## src/logic/mmu_params.svh

```systemverilog
`ifndef MMU_PARAMS_SVH
`define MMU_PARAMS_SVH

// data path and address widths
`define MMU_DATA_W       16
`define MMU_PA_W         22
`define MMU_PAGES        8

// register offsets within the I/O page
`define MMU_SR0_ADDR     13'o17572
`define MMU_SR3_ADDR     13'o12516
`define MMU_KSET         7'o123       // kernel PAR/PDR set, addr[12:6]
`define MMU_USET         7'o176       // user PAR/PDR set, addr[12:6]

// PDR bits that read back
`define MMU_PDR_RD_MASK  16'o077516

// PDR field positions
`define PDR_PLF_HI       14
`define PDR_PLF_LO       8
`define PDR_W            6            // dirty page
`define PDR_ED           3            // expansion direction
`define PDR_ACF_WR       2
`define PDR_ACF_RES      1

`endif

```

## src/logic/mmu_pkg.sv

```systemverilog
`default_nettype none

package mmu_pkg;

   // virtual address, seen whole or split into page fields
   typedef union packed
   {
      logic [15:0] raw;
      struct packed
      {
         logic [2:0] apf;             // active page field
         logic [6:0] blk;             // block number within the page
         logic [5:0] disp;            // displacement within the block
      } f;
   } va_t;

endpackage

`default_nettype wire

```

## src/logic/mmu_ifs.sv

```systemverilog
`default_nettype none

// host register access from the sequencer to the register files
interface mmu_host_if;
   logic        wr_stb;
   logic        rd_stb;
   logic [1:0]  be;
   logic [15:0] wdata;
   logic [3:0]  page_sel;             // {user, page}
   logic        par_sel;              // 1 - PAR, 0 - PDR
   logic        pf_sel;
   logic        sr0_sel;
   logic        sr3_sel;
   logic [15:0] rdata_pf;
   logic [15:0] rdata_sr;

   modport ctrl (output wr_stb, rd_stb, be, wdata, page_sel, par_sel, pf_sel,
                 sr0_sel, sr3_sel, input rdata_pf, rdata_sr);
   modport regs (input wr_stb, rd_stb, be, wdata, page_sel, par_sel, pf_sel,
                 sr0_sel, sr3_sel, output rdata_pf, rdata_sr);
endinterface

// page lookup for translation and W bit update
interface mmu_page_if;
   logic        lk_stb;
   logic [3:0]  lk_page;
   logic        set_w;
   logic [15:0] par_word;
   logic [15:0] pdr_word;

   modport xlate (output lk_stb, lk_page, set_w, input par_word, pdr_word);
   modport regs (input lk_stb, lk_page, set_w, output par_word, pdr_word);
endinterface

// status register state and abort report
interface mmu_status_if;
   logic        mmu_en;
   logic        en_22;
   logic        frozen;
   logic        upd_stb;
   logic        upd_user;
   logic [2:0]  upd_page;
   logic [2:0]  abt_reasons;          // {nr, le, ro}

   modport xlate (input mmu_en, en_22, frozen,
                  output upd_stb, upd_user, upd_page, abt_reasons);
   modport status (output mmu_en, en_22, frozen,
                   input upd_stb, upd_user, upd_page, abt_reasons);
endinterface

`default_nettype wire

```

## src/logic/mmu_bus_ctrl.sv

```systemverilog
`default_nettype none
`include "mmu_params.svh"

module mmu_bus_ctrl
   import mmu_pkg::*;
(
   input  logic                   clk,
   input  logic                   sr_rst,
   input  logic                   reg_req,
   input  logic                   reg_we,
   input  logic [12:0]            reg_addr,
   input  logic [1:0]             reg_be,
   input  logic [`MMU_DATA_W-1:0] reg_wdata,
   output logic                   reg_ack,
   output logic [`MMU_DATA_W-1:0] reg_rdata,
   output logic                   reg_hit,
   input  logic                   xl_req,
   input  logic                   xl_write,
   input  logic                   xl_user,
   input  va_t                    xl_va,
   output logic                   xl_ack,
   input  logic                   xl_done,
   mmu_host_if.ctrl               host,
   output logic                   xl_go,
   output va_t                    xl_va_q,
   output logic                   xl_write_q,
   output logic                   xl_user_q
);

localparam logic [2:0] S_IDLE  = 3'd0;
localparam logic [2:0] S_RDEC  = 3'd1;  // register address decode
localparam logic [2:0] S_RSTB  = 3'd2;  // read/write strobe
localparam logic [2:0] S_RACK  = 3'd3;
localparam logic [2:0] S_XGO   = 3'd4;  // page lookup start
localparam logic [2:0] S_XWAIT = 3'd5;
localparam logic [2:0] S_XACK  = 3'd6;

logic [2:0]             state;
logic [12:0]            addr_q;
logic                   we_q;
logic [1:0]             be_q;
logic [`MMU_DATA_W-1:0] wdata_q;
logic                   dec_kset;
logic                   dec_uset;
logic                   dec_sr0;
logic                   dec_sr3;
logic                   pf_sel_q;
logic                   par_sel_q;
logic                   sr0_sel_q;
logic                   sr3_sel_q;
logic [3:0]             page_sel_q;

// bit 4 must be clear inside a PAR/PDR set
always_comb
begin
   dec_kset = (addr_q[12:6] == `MMU_KSET) & ~addr_q[4];
   dec_uset = (addr_q[12:6] == `MMU_USET) & ~addr_q[4];
   dec_sr0  = ({addr_q[12:1], 1'b0} == `MMU_SR0_ADDR);
   dec_sr3  = ({addr_q[12:1], 1'b0} == `MMU_SR3_ADDR);
end

always_ff @(posedge clk)
begin
   if (sr_rst)
   begin
      state      <= S_IDLE;
      reg_ack    <= 1'b0;
      xl_ack     <= 1'b0;
      pf_sel_q   <= 1'b0;
      par_sel_q  <= 1'b0;
      sr0_sel_q  <= 1'b0;
      sr3_sel_q  <= 1'b0;
      page_sel_q <= 4'd0;
   end
   else
   begin
      case (state)
         S_IDLE:
         begin
            if (reg_req)
               state <= S_RDEC;            // register channel wins
            else if (xl_req)
               state <= S_XGO;
         end
         S_RDEC:
         begin
            pf_sel_q   <= dec_kset | dec_uset;
            par_sel_q  <= addr_q[5];
            sr0_sel_q  <= dec_sr0;
            sr3_sel_q  <= dec_sr3;
            page_sel_q <= {dec_uset, addr_q[3:1]};
            state      <= S_RSTB;
         end
         S_RSTB:
         begin
            reg_ack <= 1'b1;
            state   <= S_RACK;
         end
         S_RACK:
         begin
            if (!reg_req)
            begin
               reg_ack   <= 1'b0;
               pf_sel_q  <= 1'b0;
               sr0_sel_q <= 1'b0;
               sr3_sel_q <= 1'b0;
               state     <= S_IDLE;
            end
         end
         S_XGO:
            state <= S_XWAIT;
         S_XWAIT:
         begin
            if (xl_done)
            begin
               xl_ack <= 1'b1;
               state  <= S_XACK;
            end
         end
         S_XACK:
         begin
            if (!xl_req)
            begin
               xl_ack <= 1'b0;
               state  <= S_IDLE;
            end
         end
         default:
            state <= S_IDLE;
      endcase
   end
end

// request capture, last idle cycle holds
always_ff @(posedge clk)
begin
   if (state == S_IDLE)
   begin
      addr_q     <= reg_addr;
      we_q       <= reg_we;
      be_q       <= reg_be;
      wdata_q    <= reg_wdata;
      xl_va_q    <= xl_va;
      xl_write_q <= xl_write;
      xl_user_q  <= xl_user;
   end
end

assign host.wr_stb   = (state == S_RSTB) & we_q;
assign host.rd_stb   = (state == S_RSTB) & ~we_q;
assign host.be       = be_q;
assign host.wdata    = wdata_q;
assign host.page_sel = page_sel_q;
assign host.par_sel  = par_sel_q;
assign host.pf_sel   = pf_sel_q;
assign host.sr0_sel  = sr0_sel_q;
assign host.sr3_sel  = sr3_sel_q;

assign reg_hit   = pf_sel_q | sr0_sel_q | sr3_sel_q;
assign reg_rdata = host.rdata_pf | host.rdata_sr;   // unselected sources read 0
assign xl_go     = (state == S_XGO);

endmodule

`default_nettype wire

```

## src/logic/mmu_page_regs.sv

```systemverilog
`default_nettype none
`include "mmu_params.svh"

module mmu_page_regs
(
   input  logic     clk,
   input  logic     sr_rst,
   mmu_host_if.regs host,
   mmu_page_if.regs page
);

logic [`MMU_DATA_W-1:0] par [2*`MMU_PAGES];   // kernel 0..7, user 8..15
logic [`MMU_DATA_W-1:0] pdr [2*`MMU_PAGES];
logic [`MMU_DATA_W-1:0] par_rd;
logic [`MMU_DATA_W-1:0] pdr_rd;

always_ff @(posedge clk)
begin
   if (sr_rst)
   begin
      for (int i = 0; i < 2*`MMU_PAGES; i++)
      begin
         par[i] <= '0;
         pdr[i] <= '0;
      end
   end
   else
   begin
      if (host.wr_stb && host.pf_sel)
      begin
         if (host.par_sel)
         begin
            if (host.be[0])
               par[host.page_sel][7:0] <= host.wdata[7:0];
            if (host.be[1])
               par[host.page_sel][15:8] <= host.wdata[15:8];
         end
         else
         begin
            // only PLF, ED and ACF are writable
            if (host.be[1])
               pdr[host.page_sel][`PDR_PLF_HI:`PDR_PLF_LO] <=
                  host.wdata[`PDR_PLF_HI:`PDR_PLF_LO];
            if (host.be[0])
               pdr[host.page_sel][`PDR_ED:`PDR_ACF_RES] <=
                  host.wdata[`PDR_ED:`PDR_ACF_RES];
         end
         pdr[host.page_sel][`PDR_W] <= 1'b0;          // any page write clears W
      end
      else if (page.set_w)
         pdr[page.lk_page][`PDR_W] <= 1'b1;           // written through
   end
end

assign par_rd = par[host.page_sel];
assign pdr_rd = pdr[host.page_sel] & `MMU_PDR_RD_MASK;

always_ff @(posedge clk)
begin
   if (host.rd_stb)
   begin
      if (!host.pf_sel)
         host.rdata_pf <= '0;
      else if (host.par_sel)
         host.rdata_pf <= par_rd;
      else
         host.rdata_pf <= pdr_rd;
   end
end

// translation lookup
always_ff @(posedge clk)
begin
   if (page.lk_stb)
   begin
      page.par_word <= par[page.lk_page];
      page.pdr_word <= pdr[page.lk_page];
   end
end

endmodule

`default_nettype wire

```

## src/logic/mmu_status_regs.sv

```systemverilog
`default_nettype none
`include "mmu_params.svh"

module mmu_status_regs
(
   input  logic        clk,
   input  logic        sr_rst,
   mmu_host_if.regs    host,
   mmu_status_if.status stat
);

logic [2:0]             sr0_abt;      // {nr, le, ro} in bits 15..13
logic [1:0]             sr0_mode;     // bits 6..5
logic [2:0]             sr0_page;     // bits 3..1
logic                   sr0_en;
logic                   sr3_22;       // 22-bit mapping
logic [`MMU_DATA_W-1:0] sr0_word;
logic [`MMU_DATA_W-1:0] sr3_word;

always_ff @(posedge clk)
begin
   if (sr_rst)
   begin
      sr0_abt  <= 3'b000;
      sr0_mode <= 2'b00;
      sr0_page <= 3'b000;
      sr0_en   <= 1'b0;
      sr3_22   <= 1'b0;
   end
   else
   begin
      if (host.wr_stb && host.sr0_sel)
      begin
         if (host.be[1])
            sr0_abt <= host.wdata[15:13];
         if (host.be[0])
            sr0_en <= host.wdata[0];
      end
      else if (stat.upd_stb && !stat.frozen)
      begin
         sr0_mode <= {2{stat.upd_user}};
         sr0_page <= stat.upd_page;
         sr0_abt  <= sr0_abt | stat.abt_reasons;
      end

      if (host.wr_stb && host.sr3_sel && host.be[0])
         sr3_22 <= host.wdata[4];
   end
end

assign sr0_word = {sr0_abt, 6'b000000, sr0_mode, 1'b0, sr0_page, sr0_en};
assign sr3_word = {11'd0, sr3_22, 4'b0000};

always_ff @(posedge clk)
begin
   if (host.rd_stb)
   begin
      if (host.sr0_sel)
         host.rdata_sr <= sr0_word;
      else if (host.sr3_sel)
         host.rdata_sr <= sr3_word;
      else
         host.rdata_sr <= '0;
   end
end

assign stat.mmu_en = sr0_en;
assign stat.en_22  = sr3_22;
assign stat.frozen = |sr0_abt;     // held until the host clears the reasons

endmodule

`default_nettype wire

```

## src/logic/mmu_xlate.sv

```systemverilog
`default_nettype none
`include "mmu_params.svh"

module mmu_xlate
   import mmu_pkg::*;
(
   input  logic                 clk,
   input  logic                 sr_rst,
   input  logic                 go,
   input  va_t                  va,
   input  logic                 write,
   input  logic                 user,
   output logic                 done,
   output logic [`MMU_PA_W-1:0] pa,
   output logic                 abort,
   mmu_page_if.xlate            page,
   mmu_status_if.xlate          stat
);

logic                   s1_vld;       // lookup data valid
logic [`MMU_DATA_W-1:0] base;
logic [`MMU_PA_W-1:0]   pa_map;
logic [6:0]             plf;
logic                   nr;
logic                   ro;
logic                   le;
logic [2:0]             reasons;
logic                   upd_q;
logic                   set_w_q;
logic [2:0]             reasons_q;

assign page.lk_stb  = go;
assign page.lk_page = {user, va.f.apf};

// page address adder and limit check
always_comb
begin
   plf    = page.pdr_word[`PDR_PLF_HI:`PDR_PLF_LO];
   base   = page.par_word + {9'd0, va.f.blk};
   pa_map = {base, va.f.disp};
   if (!stat.en_22)
      pa_map[21:18] = 4'b0000;                  // 18-bit mode
   nr = ~page.pdr_word[`PDR_ACF_RES];
   ro = write & ~page.pdr_word[`PDR_ACF_WR];
   if (page.pdr_word[`PDR_ED])
      le = (va.f.blk < plf);                    // downward page
   else
      le = (va.f.blk > plf);
   reasons = stat.mmu_en ? {nr, le, ro} : 3'b000;
end

always_ff @(posedge clk)
begin
   if (sr_rst)
   begin
      s1_vld    <= 1'b0;
      done      <= 1'b0;
      abort     <= 1'b0;
      upd_q     <= 1'b0;
      set_w_q   <= 1'b0;
      reasons_q <= 3'b000;
   end
   else
   begin
      s1_vld  <= go;
      done    <= s1_vld;
      upd_q   <= s1_vld & stat.mmu_en;
      set_w_q <= s1_vld & stat.mmu_en & write & ~|reasons;
      if (s1_vld)
      begin
         abort     <= |reasons;
         reasons_q <= reasons;
      end
   end
end

always_ff @(posedge clk)
begin
   if (s1_vld)
   begin
      if (stat.mmu_en)
         pa <= pa_map;
      else
         pa <= {{(`MMU_PA_W-`MMU_DATA_W){1'b0}}, va.raw};   // unmapped
   end
end

assign page.set_w       = set_w_q;
assign stat.upd_stb     = upd_q;
assign stat.upd_user    = user;
assign stat.upd_page    = va.f.apf;
assign stat.abt_reasons = reasons_q;

endmodule

`default_nettype wire

```

## src/logic/mmu_top.sv

```systemverilog
`default_nettype none

module mmu_top
   import mmu_pkg::*;
(
   input  logic        clk,
   input  logic        sr_rst,
   input  logic        reg_req,
   input  logic        reg_we,
   input  logic [12:0] reg_addr,
   input  logic [1:0]  reg_be,
   input  logic [15:0] reg_wdata,
   output logic        reg_ack,
   output logic [15:0] reg_rdata,
   output logic        reg_hit,
   input  logic        xl_req,
   input  logic        xl_write,
   input  logic        xl_user,
   input  va_t         xl_va,
   output logic        xl_ack,
   output logic        xl_abort,
   output logic [21:0] xl_pa
);

logic xl_go;
va_t  xl_va_q;
logic xl_write_q;
logic xl_user_q;
logic xl_done;

mmu_host_if   host_if ();
mmu_page_if   page_if ();
mmu_status_if stat_if ();

mmu_bus_ctrl u_bus_ctrl
(
   .clk        (clk),
   .sr_rst     (sr_rst),
   .reg_req    (reg_req),
   .reg_we     (reg_we),
   .reg_addr   (reg_addr),
   .reg_be     (reg_be),
   .reg_wdata  (reg_wdata),
   .reg_ack    (reg_ack),
   .reg_rdata  (reg_rdata),
   .reg_hit    (reg_hit),
   .xl_req     (xl_req),
   .xl_write   (xl_write),
   .xl_user    (xl_user),
   .xl_va      (xl_va),
   .xl_ack     (xl_ack),
   .xl_done    (xl_done),
   .host       (host_if.ctrl),
   .xl_go      (xl_go),
   .xl_va_q    (xl_va_q),
   .xl_write_q (xl_write_q),
   .xl_user_q  (xl_user_q)
);

mmu_page_regs u_page_regs
(
   .clk    (clk),
   .sr_rst (sr_rst),
   .host   (host_if.regs),
   .page   (page_if.regs)
);

mmu_status_regs u_status_regs
(
   .clk    (clk),
   .sr_rst (sr_rst),
   .host   (host_if.regs),
   .stat   (stat_if.status)
);

mmu_xlate u_xlate
(
   .clk    (clk),
   .sr_rst (sr_rst),
   .go     (xl_go),
   .va     (xl_va_q),
   .write  (xl_write_q),
   .user   (xl_user_q),
   .done   (xl_done),
   .pa     (xl_pa),
   .abort  (xl_abort),
   .page   (page_if.xlate),
   .stat   (stat_if.xlate)
);

endmodule

`default_nettype wire

```

## config.mk

```make
export PLATFORM = sky130hd
export DESIGN_NAME = mmu_top
export DESIGN_NICKNAME = d
export VERILOG_FILES = /design/src/logic/mmu_pkg.sv /design/src/logic/mmu_ifs.sv /design/src/logic/mmu_bus_ctrl.sv /design/src/logic/mmu_page_regs.sv /design/src/logic/mmu_status_regs.sv /design/src/logic/mmu_xlate.sv /design/src/logic/mmu_top.sv
export VERILOG_INCLUDE_DIRS = /design/src /design/src/logic
export SDC_FILE = /design/constraint.sdc
export NUM_CORES = 1
export LEC_CHECK = 0
export ABC_AREA = 0
export BUFFER_PORTS_ARGS = -buffer_cell sky130_fd_sc_hd__clkbuf_2
export CORE_MARGIN = 1.5
export CORE_UTILIZATION = 50
export DETAILED_ROUTE_END_ITERATION = 16
export PLACE_DENSITY_LB_ADDON = 0.2
export SKIP_LAST_GASP = 1
export SLEW_MARGIN = 15
export SYNTH_ARGS = -nofsm -noshare
export SYNTH_HDL_FRONTEND = slang
export SYNTH_SLANG_ARGS = --single-unit
```

## constraint.sdc

```tcl
create_clock -name clk -period 5.66 [get_ports clk]
set_clock_uncertainty 0.2 [all_clocks]
set_input_delay 0.566 -clock clk [delete_from_list [all_inputs] [get_ports clk]]
set_output_delay 0.566 -clock clk [all_outputs]
set_load 0.005 [all_outputs]
```

[Word level (Yosys, flattened, before mapping)]
Memories as Yosys holds them, arrays and structs flattened. A register that Yosys moved wholly into a read port is not among the register bits.
Index checks and enable logic that the tools add are counted.
Cells by class
  add/subtract/negate cells: 1
  multipliers: 0
  div/mod/pow operators: 0
  magnitude comparators: 2
  eq/ne operators: 15
  shifts and indexed selects: 0
  multiplexer cells: 63
  bitwise gates (word level): 19
  reductions and logical operators: 27
Operators with widths (number)
  2-to-1 mux 16 bit: 3
  2-to-1 mux 3 bit: 11
  2-to-1 mux 1 bit: 31
  2-to-1 mux 4 bit: 7
  equality test 12 bit (second input constant): 2
  2-to-1 mux 11 bit: 2
  OR reduction 11 bit: 2
  case mux 3 bit (7 select lines): 1
  adder 16 x 7 -> 16 bit: 1
  bitwise OR 16 bit: 1
  OR reduction 16 bit: 1
  2-to-1 mux 15 bit: 1
  equality test 7 bit (second input constant): 2
  AND reduction 2 bit: 7
  case mux 1 bit (2 select lines): 5
  equality test 3 bit (second input constant): 3
  bitwise AND 1 bit: 8
  nonzero test 2 bit: 4
  greater-than comparator 7 bit: 1
  < comparator 7 bit: 1
  equality test 3 x 2 -> 1 bit (second input constant): 2
  != test 2 bit (second input constant): 3
  NOT 1 bit: 6
  OR reduction 3 bit: 2
  13 further kinds: 20
Storage, ports and cells
  register bits after elaboration: 134
  bits in latches: 0
  RAM bits: 432
  bits in read-only memories: 0
  input port bits: 54
  output and inout port bits: 42
  word-level logic and storage cells: 163
  memories: 2
Memories
  u_page_regs.par: depth 16, bits a word 16, read ports 2, clocked after Yosys merged registers in 2, wr ports 16, line mmu_page_regs.sv:12  | logic [`MMU_DATA_W-1:0] par [2*`MMU_PAGES];
  u_page_regs.pdr: depth 16, bits a word 11, read ports 2, clocked after Yosys merged registers in 2, wr ports 16, line mmu_page_regs.sv:13  | logic [`MMU_DATA_W-1:0] pdr [2*`MMU_PAGES];

[Logic depth before layout (Yosys ltp)]
  depth after elaboration: 9
  gate-level depth with buffers: 8
  gate-level depth less buffers: 7

[Worst setup path before layout]
No wires, ideal clock.
  path kind: register to register
  start point: register u_bus_ctrl.state[0]
  end point: register u_bus_ctrl.addr_q[10], enable pin
  setup time: 516 ps
  arrival: 3936 ps
  required time: 4944 ps
  slack: 1008 ps
  cell stages (with the launch flop): 3
  path buffers: 1
  clock period less this slack: 4652 ps
  cell sequence: dfxtp_1 -> clkbuf_1 -> nor3_1
Between the ends
  word-level cells in the longest chain between the ends: 1
RTL lines
  start: declaration: line mmu_bus_ctrl.sv:38  | logic [2:0] state;
  start signal: assignment: line mmu_bus_ctrl.sv:66  | state <= S_IDLE;
  start signal: assignment: line mmu_bus_ctrl.sv:81  | state <= S_RDEC;
  start signal: assignment: line mmu_bus_ctrl.sv:83  | state <= S_XGO;
  zero test 3 bit: line mmu_bus_ctrl.sv:137  | if (state == S_IDLE)
  end signal: assignment: line mmu_bus_ctrl.sv:139  | addr_q <= reg_addr;
  end: declaration: line mmu_bus_ctrl.sv:39  | logic [12:0] addr_q;
No other way between the ends.
A chain may end at the register's enable or synchronous reset.

==> summary.txt <==
P_leak = 11.2 nW
Post-CTS Resized = 0
Total Routing Usage GR = 28.4%
placed cells = 2702
Yosys reg bits = 588
first-pass GRT wire length = 123 mm
startpoint types = flip-flop
setup bufs post-CTS = 0
FMAX = 250 MHz
DRC = 0
initial core utilization = 50.6%
largest net degree at the start of global routing = 83
Fillers = 4480
final antenna-violating net count = 0
Seq/Total Area, Yosys = 59.2%
PortBufs = 94
Post-synth EDFFs = 554
CTS Buffer Depth = 3
layout cells sized above 1 = 27.6%
core area = 57800 µm²
Internal = 8.21 mW
CTS buffer count = 66
crit-path max FO = 16
outcome = finished, final reports clean
switch share = 25.6%
Synth Warn # = 0
Slew Limit Fails = 0
critical path data arrival time = 4020 ps
Clock power frac = 39.6%
die area = 59900 µm²
most common cell after layout, fill and taps aside = edfxtp_1
Hold Path Class = primary input to flip-flop
Fin. Hold Viols = 0
crit end category = flip-flop
Primary FF master, synth = edfxtp_1
WL per Instance = 29.0 µm
clk sinks = 588
DP Wirelength = 56.3 mm
P per Cell Area = 334 nW/µm²
Avg Synthesized Cell Area = 14.9 µm²
VDD IR-drop max = 0.000296 V
vias in the first global route = 18500
Layout area overhead = 13.0%
P_sw = 2.82 mW
initial antenna violation count = 2
Cell Area, Synth = 29200 µm²
die width = 245 µm
critical path data required time = 5690 ps
sequential cell area = 17300 µm²
RSZ-0062 raised after global routing = no
DR vias/cell = 6.42
I/O Pins = 96
Die Y = 245 µm
gpl congestion = 0.891
combinational share of power = 12.9%
GR Overflow Total = 0
most frequent cells in the layout = 554 x edfxtp_1, 270 x and2_1, 228 x mux4_2, 169 x nor2_1, 93 x clkbuf_2
later-pin clock latency in the skew report = 610 ps
First-pass DRT Iterations = 5
final net count = 2125
H-tree Lvls = 3
Setup CP Type = flip-flop to flip-flop
clock tree root driver cell = clkbuf_16
Fin Hold WS = 174 ps
Rel. slew slack = 16.6%
final setup TNS = 0 ps
Max-Cap Viols = 0
via count = 18500
Finished Layout Cells = 2876
Syn Nets = 2033
asr flop ratio synth = 0%
period utilisation layout = 70.6%
CTS tree = built
endpoints failing setup = 0
Least-Margin Pin Slew = 1250 ps
Rows = 88
Final min period = 4000 ps
Initial DRC Count = 2102
post-synth cell types = 69
Routed WL = 83.4 mm
CTS clock-pin slew for the worst setup and hold paths = 60 ps
multi-input logic area = 11200 µm²
Seq pwr share = 47.5%
cts hold-fix bufs = 49
Post-Syn Instances = 1964
## power groups by stage
stage | Combinational [mW] | Clock, mW | Sequential, mW
2_1_floorplan | 1.00 | 0 | 5.17
3_3_place_gp | 1.34 | 0 | 5.32
3_5_place_dp | 1.37 | 0 | 5.33
4_1_cts | 1.40 | 4.41 | 5.25
5_1_grt | 1.50 | 4.58 | 5.27
6_report | 1.42 | 4.37 | 5.24
## cell families after synthesis
| family | Yosys count | share of synthesized area [%] |
|---|---|---|
| adders and majority gates | 15 | 0.667 |
| muxes | 274 | 19.2 |
| DFF | 588 | 59.2 |
| xor gates and xnor gates | 10 | 0.299 |
| buffers and inverters | 171 | 2.63 |
| AOI/OAI and AO/OA | 189 | 4.46 |
| and+or+nand+nor | 717 | 13.6 |
## cells in the mapped netlist (9+ instances only)
library cell    n  area [µm²]
o22ai_1        38         238
ha_1           14         175
mux4_2        228        5130
buf_2          40         200
nor2b_1        11        68.8
or2_2          47         294
buf_1          12        45.0
a21oi_1        31         155
nand3_1        18        90.1
mux2i_1        40         400
a31o_2         34         298
nor3_1         84         420
edfxtp_1      554       16600
nor2_1        171         642
nand2_1        37         139
inv_1          17        63.8
and2_1        270        1690
o21ai_0        23         115
dfxtp_1        34         681
nand4_1        11        68.8
nor4_1         16         100
a21o_1          9        67.6
a221oi_1       10        87.6
clkbuf_1       86         323
## layer usage
layer / vias to the layer above / part of all wire [%] / track usage [%]
met5: - / 0 / 0
met4: 0 / 3.1 / 8.88
met3: 169 / 9.9 / 6.33
met2: 1024 / 48 / 45.7
met1: 9454 / 39 / 38.6
li1: 7829 / - / -
## worst max-delay path, stage by stage (launching register included)
cell	delay, ps
dfxtp_1	610
inv_2	330
o21ai_2	650
mux2i_1	540
nand2_1	480
o21bai_1	800
## flip-flops by register name (all words and copies together), names as in the netlist, 2 cells and up, named ones only
register                     flops
u_bus_ctrl.xl_va_q              16
u_bus_ctrl.host.page_sel         4
u_xlate.pa                      22
u_status_regs.sr0_page           3
u_bus_ctrl.host.be               2
u_xlate.stat.abt_reasons         3
u_status_regs.sr0_abt            3
u_status_regs.host.rdata_sr      9
u_page_regs.pdr                176
u_bus_ctrl.addr_q               12
u_bus_ctrl.state                 3
u_page_regs.par                256
u_page_regs.page.pdr_word       10
u_bus_ctrl.host.wdata           16
u_page_regs.host.rdata_pf       16
u_page_regs.page.par_word       16
## stage by stage
stage / power, mW / setup slack (ps) / area [µm²] / util (%)
floorplan: 6.17 / 1010 / 29200 / -
global placement: 6.67 / 1850 / 30300 / 52.4
detailed placement: 6.70 / 1810 / 30300 / 52.4
CTS: 11.1 / 1760 / 33000 / 57.1
global route: 11.3 / 1520 / 33000 / 57.2
finish: 11.0 / 1660 / 33100 / 57.2
## area by class of cell
type | count | area share [%]
Antenna cell | 2 | 0.0151
Inverter | 19 | 0.216
Multi-Input combinational cell | 1205 | 33.9
Sequential cell | 588 | 52.4
Clock inverter | 37 | 1.22
Clock buffer | 84 | 5.45
Tap cell | 765 | 2.90
Timing Repair Buffer | 176 | 3.86
## path summary, 6_finish.rpt
kind | start | to | slack (ps) | depth (start not counted)
max | u_bus_ctrl.host.pf_sel$_SDFFE_PP0P_ | u_page_regs.pdr[11][8]$_SDFFCE_PN0P_ | 1660 | 5
min | sr_rst | u_status_regs.sr0_page[2]$_SDFFE_PP0P_ | 170 | 2
max reg2reg | u_bus_ctrl.host.pf_sel$_SDFFE_PP0P_ | u_page_regs.pdr[11][8]$_SDFFCE_PN0P_ | 1660 | 5
min reg2reg | u_bus_ctrl.xl_va_q[0]$_DFFE_PP_ | u_xlate.pa[0]$_DFFE_PP_ | 220 | 0
(Power assumes the default switching activity.)
